===== config.mk =====
export PLATFORM = sky130hd
export DESIGN_NAME = rename_unit
export DESIGN_NICKNAME = d
export VERILOG_FILES = /design/src/source/rename_pkg.sv /design/src/source/dispatch_pkg.sv /design/src/source/arch_reg_file.sv /design/src/source/rename_reg_file.sv /design/src/source/rrf_allocator.sv /design/src/source/src_opr_stage.sv /design/src/source/rs_request_gen.sv /design/src/source/rename_unit.sv
export VERILOG_INCLUDE_DIRS = /design/src /design/src/source
export SDC_FILE = /design/constraint.sdc
export NUM_CORES = 2
export LEC_CHECK = 0
export BUFFER_PORTS_ARGS = -buffer_cell sky130_fd_sc_hd__buf_4
export CAP_MARGIN = 0
export CORE_MARGIN = 3
export CORE_UTILIZATION = 43
export CTS_CLUSTER_DIAMETER = 100
export DETAILED_ROUTE_END_ITERATION = 7
export GPL_TIMING_DRIVEN = 0
export PLACE_DENSITY = 0.58
export SLEW_MARGIN = 20
export SYNTH_ARGS = -nofsm -noshare
export SYNTH_HDL_FRONTEND = slang
export SYNTH_SLANG_ARGS = --single-unit
export TNS_END_PERCENT = 5

===== constraint.sdc =====
create_clock -name clk_i -period 4.8 [get_ports clk_i]
set_clock_uncertainty 0.05 [all_clocks]
set_input_delay 0.96 -clock clk_i [delete_from_list [all_inputs] [get_ports clk_i]]
set_output_delay 0.96 -clock clk_i [all_outputs]
set_load 0.02 [all_outputs]

===== src/source/rename_cfg.svh =====
`ifndef RENAME_CFG_SVH
`define RENAME_CFG_SVH

// architectural register number width
`define REG_SEL 5

// rename tag width and entry count
`define RRF_SEL 4
`define RRF_NUM 16

// datapath width
`define DATA_LEN 32

// execution unit result ports into the rename file
`define WB_PORTS 2

`endif


===== src/source/rename_pkg.sv =====
`default_nettype none
`include "rename_cfg.svh"

package rename_pkg;

    typedef struct packed {
        logic [`REG_SEL-1:0] rs1;
        logic [`REG_SEL-1:0] rs2;
        logic [`REG_SEL-1:0] rd;
        logic                dst_en;
        logic                src1_zero;  // operand is x0 or unused
        logic                src2_zero;
        logic                valid;
    } rename_req_t;

    typedef struct packed {
        logic [`DATA_LEN-`RRF_SEL-1:0] rsvd;
        logic [`RRF_SEL-1:0]           tag;
    } src_pend_t;

    // one operand word, read as value or as pending tag
    typedef union packed {
        logic [`DATA_LEN-1:0] data;
        src_pend_t            pend;
    } src_opr_u;

    typedef struct packed {
        src_opr_u opr;
        logic     ready;  // selects opr.data when set and opr.pend.tag when clear
    } src_opr_t;

    typedef struct packed {
        logic                 we;
        logic [`RRF_SEL-1:0]  tag;
        logic [`DATA_LEN-1:0] data;
    } wb_t;

    typedef struct packed {
        logic [1:0]          com_num;  // entries retired this cycle
        logic                we;
        logic [`REG_SEL-1:0] rd;
        logic [`RRF_SEL-1:0] tag;
    } commit_t;

    typedef struct packed {
        logic [`REG_SEL-1:0] rd;
        logic [`RRF_SEL-1:0] tag;
        logic                en;
    } dst_info_t;

endpackage

`default_nettype wire


===== src/source/dispatch_pkg.sv =====
`default_nettype none

package dispatch_pkg;

    typedef enum logic [2:0] {
        NONE   = 3'd0,
        ALU    = 3'd1,
        BRANCH = 3'd2,
        MUL    = 3'd3,
        LDST   = 3'd4
    } rs_type_e;

    typedef struct packed {
        logic       req1;  // slot 1 targets this station
        logic       req2;
        logic [1:0] num;
    } rs_station_req_t;

    typedef struct packed {
        rs_station_req_t alu;
        rs_station_req_t branch;
        rs_station_req_t mul;
        rs_station_req_t ldst;
    } rs_req_t;

endpackage

`default_nettype wire


===== src/source/arch_reg_file.sv =====
`timescale 1ns/1ps
`default_nettype none
`include "rename_cfg.svh"

module arch_reg_file (
    input  wire                     clk_i,
    input  wire                     reset_i,
    input  wire [`REG_SEL-1:0]      rs1_i,
    input  wire [`REG_SEL-1:0]      rs2_i,
    input  wire [`REG_SEL-1:0]      rd_i,
    input  wire                     dst_en_i,
    input  wire [`RRF_SEL-1:0]      alloc_tag_i,
    input  rename_pkg::commit_t     commit_i,
    input  wire [`DATA_LEN-1:0]     commit_data_i,
    output logic [`DATA_LEN-1:0]    rs1_data_o,
    output logic [`DATA_LEN-1:0]    rs2_data_o,
    output logic                    rs1_busy_o,
    output logic                    rs2_busy_o,
    output logic [`RRF_SEL-1:0]     rs1_tag_o,
    output logic [`RRF_SEL-1:0]     rs2_tag_o
);

    localparam int REG_NUM = 1 << `REG_SEL;

    logic [`DATA_LEN-1:0] data_q [REG_NUM];
    logic [`RRF_SEL-1:0]  tag_q  [REG_NUM];
    logic [REG_NUM-1:0]   busy_q;

    logic commit_wr;
    logic busy_set;

    assign commit_wr = commit_i.we && (commit_i.rd != '0);  // x0 stays zero
    assign busy_set  = dst_en_i && (rd_i != '0);

    always_ff @(posedge clk_i) begin
        if (reset_i) begin
            for (int i = 0; i < REG_NUM; i++) begin
                data_q[i] <= '0;
                tag_q[i]  <= '0;
            end
            busy_q <= '0;
        end else begin
            if (commit_wr) begin
                data_q[commit_i.rd] <= commit_data_i;
                // only the youngest mapping releases the register
                if (tag_q[commit_i.rd] == commit_i.tag) begin
                    busy_q[commit_i.rd] <= 1'b0;
                end
            end
            if (busy_set) begin  // later assignment wins over commit
                busy_q[rd_i] <= 1'b1;
                tag_q[rd_i]  <= alloc_tag_i;
            end
        end
    end

    assign rs1_data_o = data_q[rs1_i];
    assign rs2_data_o = data_q[rs2_i];
    assign rs1_busy_o = busy_q[rs1_i];
    assign rs2_busy_o = busy_q[rs2_i];
    assign rs1_tag_o  = tag_q[rs1_i];
    assign rs2_tag_o  = tag_q[rs2_i];

endmodule

`default_nettype wire


===== src/source/rename_reg_file.sv =====
`timescale 1ns/1ps
`default_nettype none
`include "rename_cfg.svh"

module rename_reg_file (
    input  wire                                 clk_i,
    input  wire                                 reset_i,
    input  wire [`RRF_SEL-1:0]                  rs1_tag_i,
    input  wire [`RRF_SEL-1:0]                  rs2_tag_i,
    output logic [`DATA_LEN-1:0]                rs1_data_o,
    output logic [`DATA_LEN-1:0]                rs2_data_o,
    output logic                                rs1_valid_o,
    output logic                                rs2_valid_o,
    input  rename_pkg::wb_t [`WB_PORTS-1:0]     wb_i,
    input  wire                                 alloc_en_i,
    input  wire [`RRF_SEL-1:0]                  alloc_tag_i,
    input  wire [`RRF_SEL-1:0]                  commit_tag_i,
    output logic [`DATA_LEN-1:0]                commit_data_o
);

    logic [`DATA_LEN-1:0] data_q [`RRF_NUM];
    logic [`RRF_NUM-1:0]  valid_q;

    // result payload
    always_ff @(posedge clk_i) begin
        for (int p = 0; p < `WB_PORTS; p++) begin
            if (wb_i[p].we) begin
                data_q[wb_i[p].tag] <= wb_i[p].data;
            end
        end
    end

    always_ff @(posedge clk_i) begin
        if (reset_i) begin
            valid_q <= '0;
        end else begin
            for (int p = 0; p < `WB_PORTS; p++) begin
                if (wb_i[p].we) begin
                    valid_q[wb_i[p].tag] <= 1'b1;
                end
            end
            // a fresh allocation overrides a stale writeback
            if (alloc_en_i) begin
                valid_q[alloc_tag_i] <= 1'b0;
            end
        end
    end

    assign rs1_data_o  = data_q[rs1_tag_i];
    assign rs2_data_o  = data_q[rs2_tag_i];
    assign rs1_valid_o = valid_q[rs1_tag_i];
    assign rs2_valid_o = valid_q[rs2_tag_i];

    assign commit_data_o = data_q[commit_tag_i];  // copied into the arf on commit

endmodule

`default_nettype wire


===== src/source/rrf_allocator.sv =====
`timescale 1ns/1ps
`default_nettype none
`include "rename_cfg.svh"

module rrf_allocator (
    input  wire                     clk_i,
    input  wire                     reset_i,
    input  wire                     req_en_i,
    input  wire                     stall_i,
    input  wire [1:0]               com_num_i,
    output logic                    alloc_en_o,
    output logic [`RRF_SEL-1:0]     alloc_tag_o,
    output rename_pkg::dst_info_t   dst_o,
    input  wire [`REG_SEL-1:0]      rd_i,
    output logic                    allocatable_o,
    output logic [`RRF_SEL:0]       freenum_o,
    output logic [`RRF_SEL-1:0]     rrfptr_o,
    output logic                    nextrrfcyc_o
);

    logic [`RRF_SEL-1:0]   ptr_q;
    logic                  cyc_q;
    logic [`RRF_SEL:0]     freenum_q;
    logic                  wrap;
    rename_pkg::dst_info_t dst_q;

    assign allocatable_o = (freenum_q != '0);
    assign alloc_en_o    = req_en_i && !stall_i && allocatable_o;
    assign wrap          = (ptr_q == (`RRF_SEL)'(`RRF_NUM - 1));

    always_ff @(posedge clk_i) begin
        if (reset_i) begin
            ptr_q     <= '0;
            cyc_q     <= 1'b0;
            freenum_q <= (`RRF_SEL+1)'(`RRF_NUM);
            dst_q     <= '0;
        end else begin
            if (alloc_en_o) begin
                ptr_q <= wrap ? '0 : ptr_q + 1'b1;
                cyc_q <= cyc_q ^ wrap;  // flips each lap around the file
            end
            freenum_q <= freenum_q - (`RRF_SEL+1)'(alloc_en_o) + (`RRF_SEL+1)'(com_num_i);
            dst_q.rd  <= rd_i;
            dst_q.tag <= ptr_q;
            dst_q.en  <= alloc_en_o;
        end
    end

    assign alloc_tag_o  = ptr_q;
    assign dst_o        = dst_q;
    assign freenum_o    = freenum_q;
    assign rrfptr_o     = ptr_q;
    assign nextrrfcyc_o = cyc_q;

endmodule

`default_nettype wire


===== src/source/src_opr_stage.sv =====
`timescale 1ns/1ps
`default_nettype none
`include "rename_cfg.svh"

module src_opr_stage (
    input  wire                     clk_i,
    input  wire                     reset_i,
    input  wire                     zero_i,
    input  wire                     arf_busy_i,
    input  wire [`DATA_LEN-1:0]     arf_data_i,
    input  wire [`RRF_SEL-1:0]      arf_tag_i,
    input  wire                     rrf_valid_i,
    input  wire [`DATA_LEN-1:0]     rrf_data_i,
    output rename_pkg::src_opr_t    src_o
);

    rename_pkg::src_opr_t src_d;
    rename_pkg::src_opr_t src_q;

    always_comb begin
        src_d = '0;
        if (zero_i) begin
            src_d.ready = 1'b1;  // x0 or no operand
        end else if (!arf_busy_i) begin
            src_d.opr.data = arf_data_i;
            src_d.ready    = 1'b1;
        end else if (rrf_valid_i) begin
            src_d.opr.data = rrf_data_i;  // produced but not yet committed
            src_d.ready    = 1'b1;
        end else begin
            src_d.opr.pend.tag = arf_tag_i;  // wait on this tag
        end
    end

    always_ff @(posedge clk_i) begin
        if (reset_i) begin
            src_q <= '0;
        end else begin
            src_q <= src_d;
        end
    end

    assign src_o = src_q;

endmodule

`default_nettype wire


===== src/source/rs_request_gen.sv =====
`timescale 1ns/1ps
`default_nettype none

module rs_request_gen (
    input  wire                             clk_i,
    input  wire                             reset_i,
    input  dispatch_pkg::rs_type_e [1:0]    inst_type_i,
    output dispatch_pkg::rs_req_t           rs_req_o
);

    dispatch_pkg::rs_req_t req_d;
    dispatch_pkg::rs_req_t req_q;

    function automatic dispatch_pkg::rs_station_req_t station_req(
        input dispatch_pkg::rs_type_e t1,
        input dispatch_pkg::rs_type_e t2,
        input dispatch_pkg::rs_type_e st
    );
        dispatch_pkg::rs_station_req_t r;
        r.req1 = (t1 == st);
        r.req2 = (t2 == st);
        r.num  = {1'b0, r.req1} + {1'b0, r.req2};  // 0, 1 or 2 entries wanted
        return r;
    endfunction

    always_comb begin
        req_d.alu    = station_req(inst_type_i[0], inst_type_i[1], dispatch_pkg::ALU);
        req_d.branch = station_req(inst_type_i[0], inst_type_i[1], dispatch_pkg::BRANCH);
        req_d.mul    = station_req(inst_type_i[0], inst_type_i[1], dispatch_pkg::MUL);
        req_d.ldst   = station_req(inst_type_i[0], inst_type_i[1], dispatch_pkg::LDST);
    end

    always_ff @(posedge clk_i) begin
        if (reset_i) begin
            req_q <= '0;
        end else begin
            req_q <= req_d;
        end
    end

    assign rs_req_o = req_q;

endmodule

`default_nettype wire


===== src/source/rename_unit.sv =====
`timescale 1ns/1ps
`default_nettype none
`include "rename_cfg.svh"

module rename_unit (
    input  wire                                 clk_i,
    input  wire                                 reset_i,
    input  rename_pkg::rename_req_t             rename_req_i,
    input  dispatch_pkg::rs_type_e [1:0]        inst_type_i,
    input  wire                                 stall_i,
    input  rename_pkg::wb_t [`WB_PORTS-1:0]     wb_i,
    input  rename_pkg::commit_t                 commit_i,
    output rename_pkg::src_opr_t                src1_o,
    output rename_pkg::src_opr_t                src2_o,
    output rename_pkg::dst_info_t               dst_o,
    output dispatch_pkg::rs_req_t               rs_req_o,
    output logic                                allocatable_o,
    output logic [`RRF_SEL:0]                   freenum_o,
    output logic [`RRF_SEL-1:0]                 rrfptr_o,
    output logic                                nextrrfcyc_o
);

    logic                 req_en;
    logic                 alloc_en;
    logic [`RRF_SEL-1:0]  alloc_tag;
    logic [`DATA_LEN-1:0] rs1_arf_data, rs2_arf_data;
    logic                 rs1_busy, rs2_busy;
    logic [`RRF_SEL-1:0]  rs1_tag, rs2_tag;
    logic [`DATA_LEN-1:0] rs1_rrf_data, rs2_rrf_data;
    logic                 rs1_rrf_valid, rs2_rrf_valid;
    logic [`DATA_LEN-1:0] commit_data;

    assign req_en = rename_req_i.valid && rename_req_i.dst_en;

    rrf_allocator u_alloc (
        .clk_i(clk_i), .reset_i(reset_i),
        .req_en_i(req_en), .stall_i(stall_i), .com_num_i(commit_i.com_num),
        .alloc_en_o(alloc_en), .alloc_tag_o(alloc_tag), .dst_o(dst_o),
        .rd_i(rename_req_i.rd), .allocatable_o(allocatable_o), .freenum_o(freenum_o),
        .rrfptr_o(rrfptr_o), .nextrrfcyc_o(nextrrfcyc_o)
    );

    arch_reg_file u_arf (
        .clk_i(clk_i), .reset_i(reset_i),
        .rs1_i(rename_req_i.rs1), .rs2_i(rename_req_i.rs2),
        .rd_i(rename_req_i.rd), .dst_en_i(alloc_en), .alloc_tag_i(alloc_tag),
        .commit_i(commit_i), .commit_data_i(commit_data),
        .rs1_data_o(rs1_arf_data), .rs2_data_o(rs2_arf_data),
        .rs1_busy_o(rs1_busy), .rs2_busy_o(rs2_busy),
        .rs1_tag_o(rs1_tag), .rs2_tag_o(rs2_tag)
    );

    rename_reg_file u_rrf (
        .clk_i(clk_i), .reset_i(reset_i),
        .rs1_tag_i(rs1_tag), .rs2_tag_i(rs2_tag),
        .rs1_data_o(rs1_rrf_data), .rs2_data_o(rs2_rrf_data),
        .rs1_valid_o(rs1_rrf_valid), .rs2_valid_o(rs2_rrf_valid),
        .wb_i(wb_i), .alloc_en_i(alloc_en), .alloc_tag_i(alloc_tag),
        .commit_tag_i(commit_i.tag), .commit_data_o(commit_data)
    );

    src_opr_stage u_src1 (
        .clk_i(clk_i), .reset_i(reset_i), .zero_i(rename_req_i.src1_zero),
        .arf_busy_i(rs1_busy), .arf_data_i(rs1_arf_data), .arf_tag_i(rs1_tag),
        .rrf_valid_i(rs1_rrf_valid), .rrf_data_i(rs1_rrf_data), .src_o(src1_o)
    );

    src_opr_stage u_src2 (
        .clk_i(clk_i), .reset_i(reset_i), .zero_i(rename_req_i.src2_zero),
        .arf_busy_i(rs2_busy), .arf_data_i(rs2_arf_data), .arf_tag_i(rs2_tag),
        .rrf_valid_i(rs2_rrf_valid), .rrf_data_i(rs2_rrf_data), .src_o(src2_o)
    );

    rs_request_gen u_rs_req (
        .clk_i(clk_i), .reset_i(reset_i),
        .inst_type_i(inst_type_i), .rs_req_o(rs_req_o)
    );

endmodule

`default_nettype wire


==> results by group <==
Min path
  • Hold crit path type: input pin to flop
  • Hold path endpoint: u_rs_req.rs_req_o[11]$_SDFF_PP0_
  • Min-Delay Startpoint: inst_type_i[0]
  • Hold Crit Depth: 2

Status
  • Violated checks: setup timing
  • Status: complete, but fails checks

Synth
  • Cell variety after synth: 66
  • Top cell type's share of synthesized area: 0.495
  • #FFs+latches synth: 1814
  • Area leader, netlist: edfxtp_1
  • Main synth FF type: edfxtp_1
  • Synth top area cells: edfxtp_1 (49%), mux4_2 (20%), mux2_2 (6.9%)
  • Largest family of logic cells by synthesized area: multiplexers
  • Syn avg cell area: 13.4 um^2
  • Number of synthesis warnings: 0
  • Synth Area in Simple Gates: 0.108
  • Syn Inst Count: 7542
  • Post-synth EDFFs: roughly 1700
  • Post-synthesis adder-cell area fraction: 0.00206
  • Synth Area in Compound Gates: 0.0396
  • Synth Area in XOR/XNOR: 0.00104
  • Synthesized area: 101000 um^2
  • Seq/Total Area, Yosys: 0.525
  • Post-synthesis mux area share: 0.292
  • Post-synth ARST share: 0

Place
  • Post-DP HPWL: 365 mm
  • Port Buf Inserts: about 200
  • Final RePlAce weighted congestion: 1.04

GRT
  • Grt total ovfl: 0
  • All-Layer GR Usage: 0.402
  • Pin count of the biggest net entering global routing: 23
  • Vias in the first global route: 77520
  • Initial antenna violation count: 31
  • First-pass GRT wire length: 660 mm

Critical path
  • Critical path's largest stage delay: 0.71 ns
  • Arr. time, crit path: around 5.7 ns
  • CP bufs+invs: 6
  • Worst Setup End Kind: flop
  • CP Class: input pin to flop
  • Worst Setup Start Kind: input pin
  • Worst Path Max Fanout: 10
  • R2R setup slack: -0.07 ns
  • Slowest CP cell: clkbuf_1
  • Reg-to-reg critical path endpoint: u_src1.src_o[9]$_SDFF_PP0_
  • CP most frequent cell: buf_2
  • Worst R2R Path Depth: 8
  • Delay-heaviest family, CP: buffers and inverters
  • Critical path cell sequence: buf_2, buf_2, buf_2, mux4_2, nand2_1, nand3_1, nand4_1, clkbuf_2, clkbuf_1, clkbuf_2, nand2_1, nand3_1, a311oi_1, o32ai_2
  • Crit Reg-Reg Startpoint: u_arf.tag_q[30][1]$_SDFFCE_PN0P_
  • Data required, critical path: 5.45 ns

STA
  • Rel. slew slack: 0.0894
  • Hold slack: 0.223 ns
  • Final min period: 5.09 ns
  • Total negative slack: -3.55 ns
  • RSZ-0062 raised after global routing: yes
  • Max Clk Rate: 197 MHz
  • Setup violators final: 36
  • Worst-margin pin slew: 1.37 ns
  • Final worst path period share: 1.06
  • Final slew viol count: 0
  • Setup WS post-layout: -0.287 ns
  • Fin. Hold Viols: 0

Die
  • Initial Utilization: 0.433
  • Num rows: roughly 180
  • I/O pin count: 217
  • Die height: 491 um
  • Die area: 241000 um^2
  • Core area: around 230000 um^2
  • DIE WIDTH: 491 um

Power
  • Combinational share of power: 0.202
  • P per Cell Area: 364 nW/um^2
  • Part of the power in the clock network: 0.377
  • VDD IR max: between 0.3 and 0.4 mV
  • Psw: between 0.01 and 0.015 W
  • Register share of total power: 0.421
  • Pint: 0.0298 W
  • Switching share of power: 0.311
  • Leak pwr: ~43 nW

Drt
  • Drt first pass iters: 8
  • Via count: approximately 80000
  • Routed wire per std cell: 42.9 um
  • Total routed wirelength: 493 mm
  • Initial DRC count: about 13000
  • Vias per inst: 6.88
  • Post-DRT Antenna Nets: 0
  • Residual DRC count: 0

CTS
  • Worst-Skew Late Latency: about 0.9 ns
  • CTS buffer count: ~210
  • Clk slew on worst S/H paths: 0.06 ns
  • H-tree levels: 4
  • CTS Root Cell: clkbuf_16
  • Clock buffer depth: 3
  • Clock sinks: 1814
  • CTS tree: yes

Run
  • Max_cap viols: 0

Cells and area
  • Area Overhead vs Synth: 17.5%
  • Ratio of cells with drive above 1 in the final layout: 0.324
  • Fill count: 20216
  • Fin util: 0.509
  • NumNets Final: 8285
## cells in the mapped netlist, types with 31 or more instances
cell type,number
mux2i_1,255
nand2_1,757
clkbuf_1,614
edfxtp_1,1664
nand3_1,174
nor2_1,1222
and3_1,99
a311oi_1,120
nor3_1,80
and2_1,105
o21ai_0,104
buf_1,116
mux2_2,617
o32ai_1,34
buf_2,57
or3_1,36
nor2b_1,33
a31oi_1,31
mux4_2,883
a211oi_1,102
dfxtp_1,150
o311ai_0,35
## layout make-up
type | instances | area (um^2) | area share
diodes | 24 | 60.1 | 0.000506
flip-flops and latches | 1814 | 53000 | 0.446
inverters | 21 | 78.8 | 0.000664
clock inverters | 108 | 981 | 0.00827
well taps | 3132 | 3920 | 0.0330
multi-input cells | 4929 | 45800 | 0.386
plain buffers | 812 | 3790 | 0.0319
clock buffers | 285 | 5860 | 0.0494
repair buffers | 369 | 5190 | 0.0437
## power by group through the flow
stage / clock network (W) / registers (W) / logic (W)
3_3_place_gp: 0 / 0.0186 / 0.00772
2_1_floorplan: 0 / 0.0184 / 0.00414
3_5_place_dp: 0 / 0.0185 / 0.00820
6_report: 0.0163 / 0.0182 / 0.00872
4_1_cts: 0.0163 / 0.0182 / 0.00830
5_1_grt: 0.0169 / 0.0182 / 0.00875
## through the flow
step | instance area [um^2] | setup WS, ns | std cells | total power, W
floorplan | 101000 | 0.289 | 7577 | 0.0226
global placement | 107000 | -5.05 | 10912 | 0.0263
detailed placement | 111000 | -2.06 | 11078 | 0.0267
CTS | 118000 | -0.0611 | 11470 | 0.0427
global route | 119000 | -0.119 | 11479 | 0.0438
finish | 119000 | -0.287 | 11494 | 0.0432
## kinds of logic after synthesis
family                     count (synthesis)
DFF                                     1814
adders and majority gates                 16
xor gates and xnor gates                  12
muxes                                   1757
buffers and inverters                    834
and+or+nand+nor                         2572
AOI/OAI and AO/OA                        536
other                                      1
## worst max-delay path by stage
stage | depth (start not counted) | slack (ns) | end | from
6_report | 14 | -0.29 | u_src1.src_o[30]$_SDFF_PP0_ | rename_req_i[16]
3_5_place_dp | 10 | -2.06 | u_src1.src_o[31]$_SDFF_PP0_ | rename_req_i[14]
5_1_grt | 14 | -0.12 | u_src1.src_o[9]$_SDFF_PP0_ | rename_req_i[16]
4_1_cts | 11 | -0.06 | u_src2.src_o[26]$_SDFF_PP0_ | rename_req_i[9]
3_3_place_gp | 3 | -5.05 | u_rrf.data_q[8][8]$_DFFE_PP_ | wb_i[33]
2_1_floorplan | 5 | 0.29 | u_arf.data_q[20][0]$_SDFFCE_PN0P_ | commit_i[8]
## routing by layer
layer / up-vias / track usage / wire length (um)
li1: 30301 / - / -
met1: 40199 / 0.481 / 167000
met2: 6675 / 0.589 / 212000
met3: 1857 / 0.155 / 67800
met4: 22 / 0.297 / 45500
met5: - / 0 / 264
## state kept, by name, indices dropped and copies added, names as in the netlist, 10 cells and up
name	flops
u_arf.data_q	1024
u_rrf.data_q	512
u_arf.tag_q	128
u_src1.src_o	33
u_src2.src_o	33
u_arf.busy_q	32
u_rrf.valid_q	16
u_rs_req.rs_req_o	16
u_alloc.dst_o	10
## cell usage in the layout, fill, tap and decap left out, drive strengths merged, types with 31 or more instances in the layout
master / count
a211oi: 104
a311oi: 120
a31oi: 31
and2: 105
and3: 99
buf: 532
clkbuf: 916
clkinv: 86
conb: 36
dfxtp: 150
edfxtp: 1664
mux2: 617
mux2i: 257
mux4: 883
nand2: 758
nand3: 174
nor2: 1223
nor2b: 33
nor3: 80
o21ai: 104
o311ai: 35
o32ai: 34
or3: 36
## what timing repair did
action / 4_1_cts / 5_1_grt
gates cloned: 0 / 0
endpoints found under the setup margin: 64 / 63
resized for setup: 200 / 95
hold buffers: 0 / 0
buffers inserted: 0 / 0
Power figures use the tool's default switching activity.
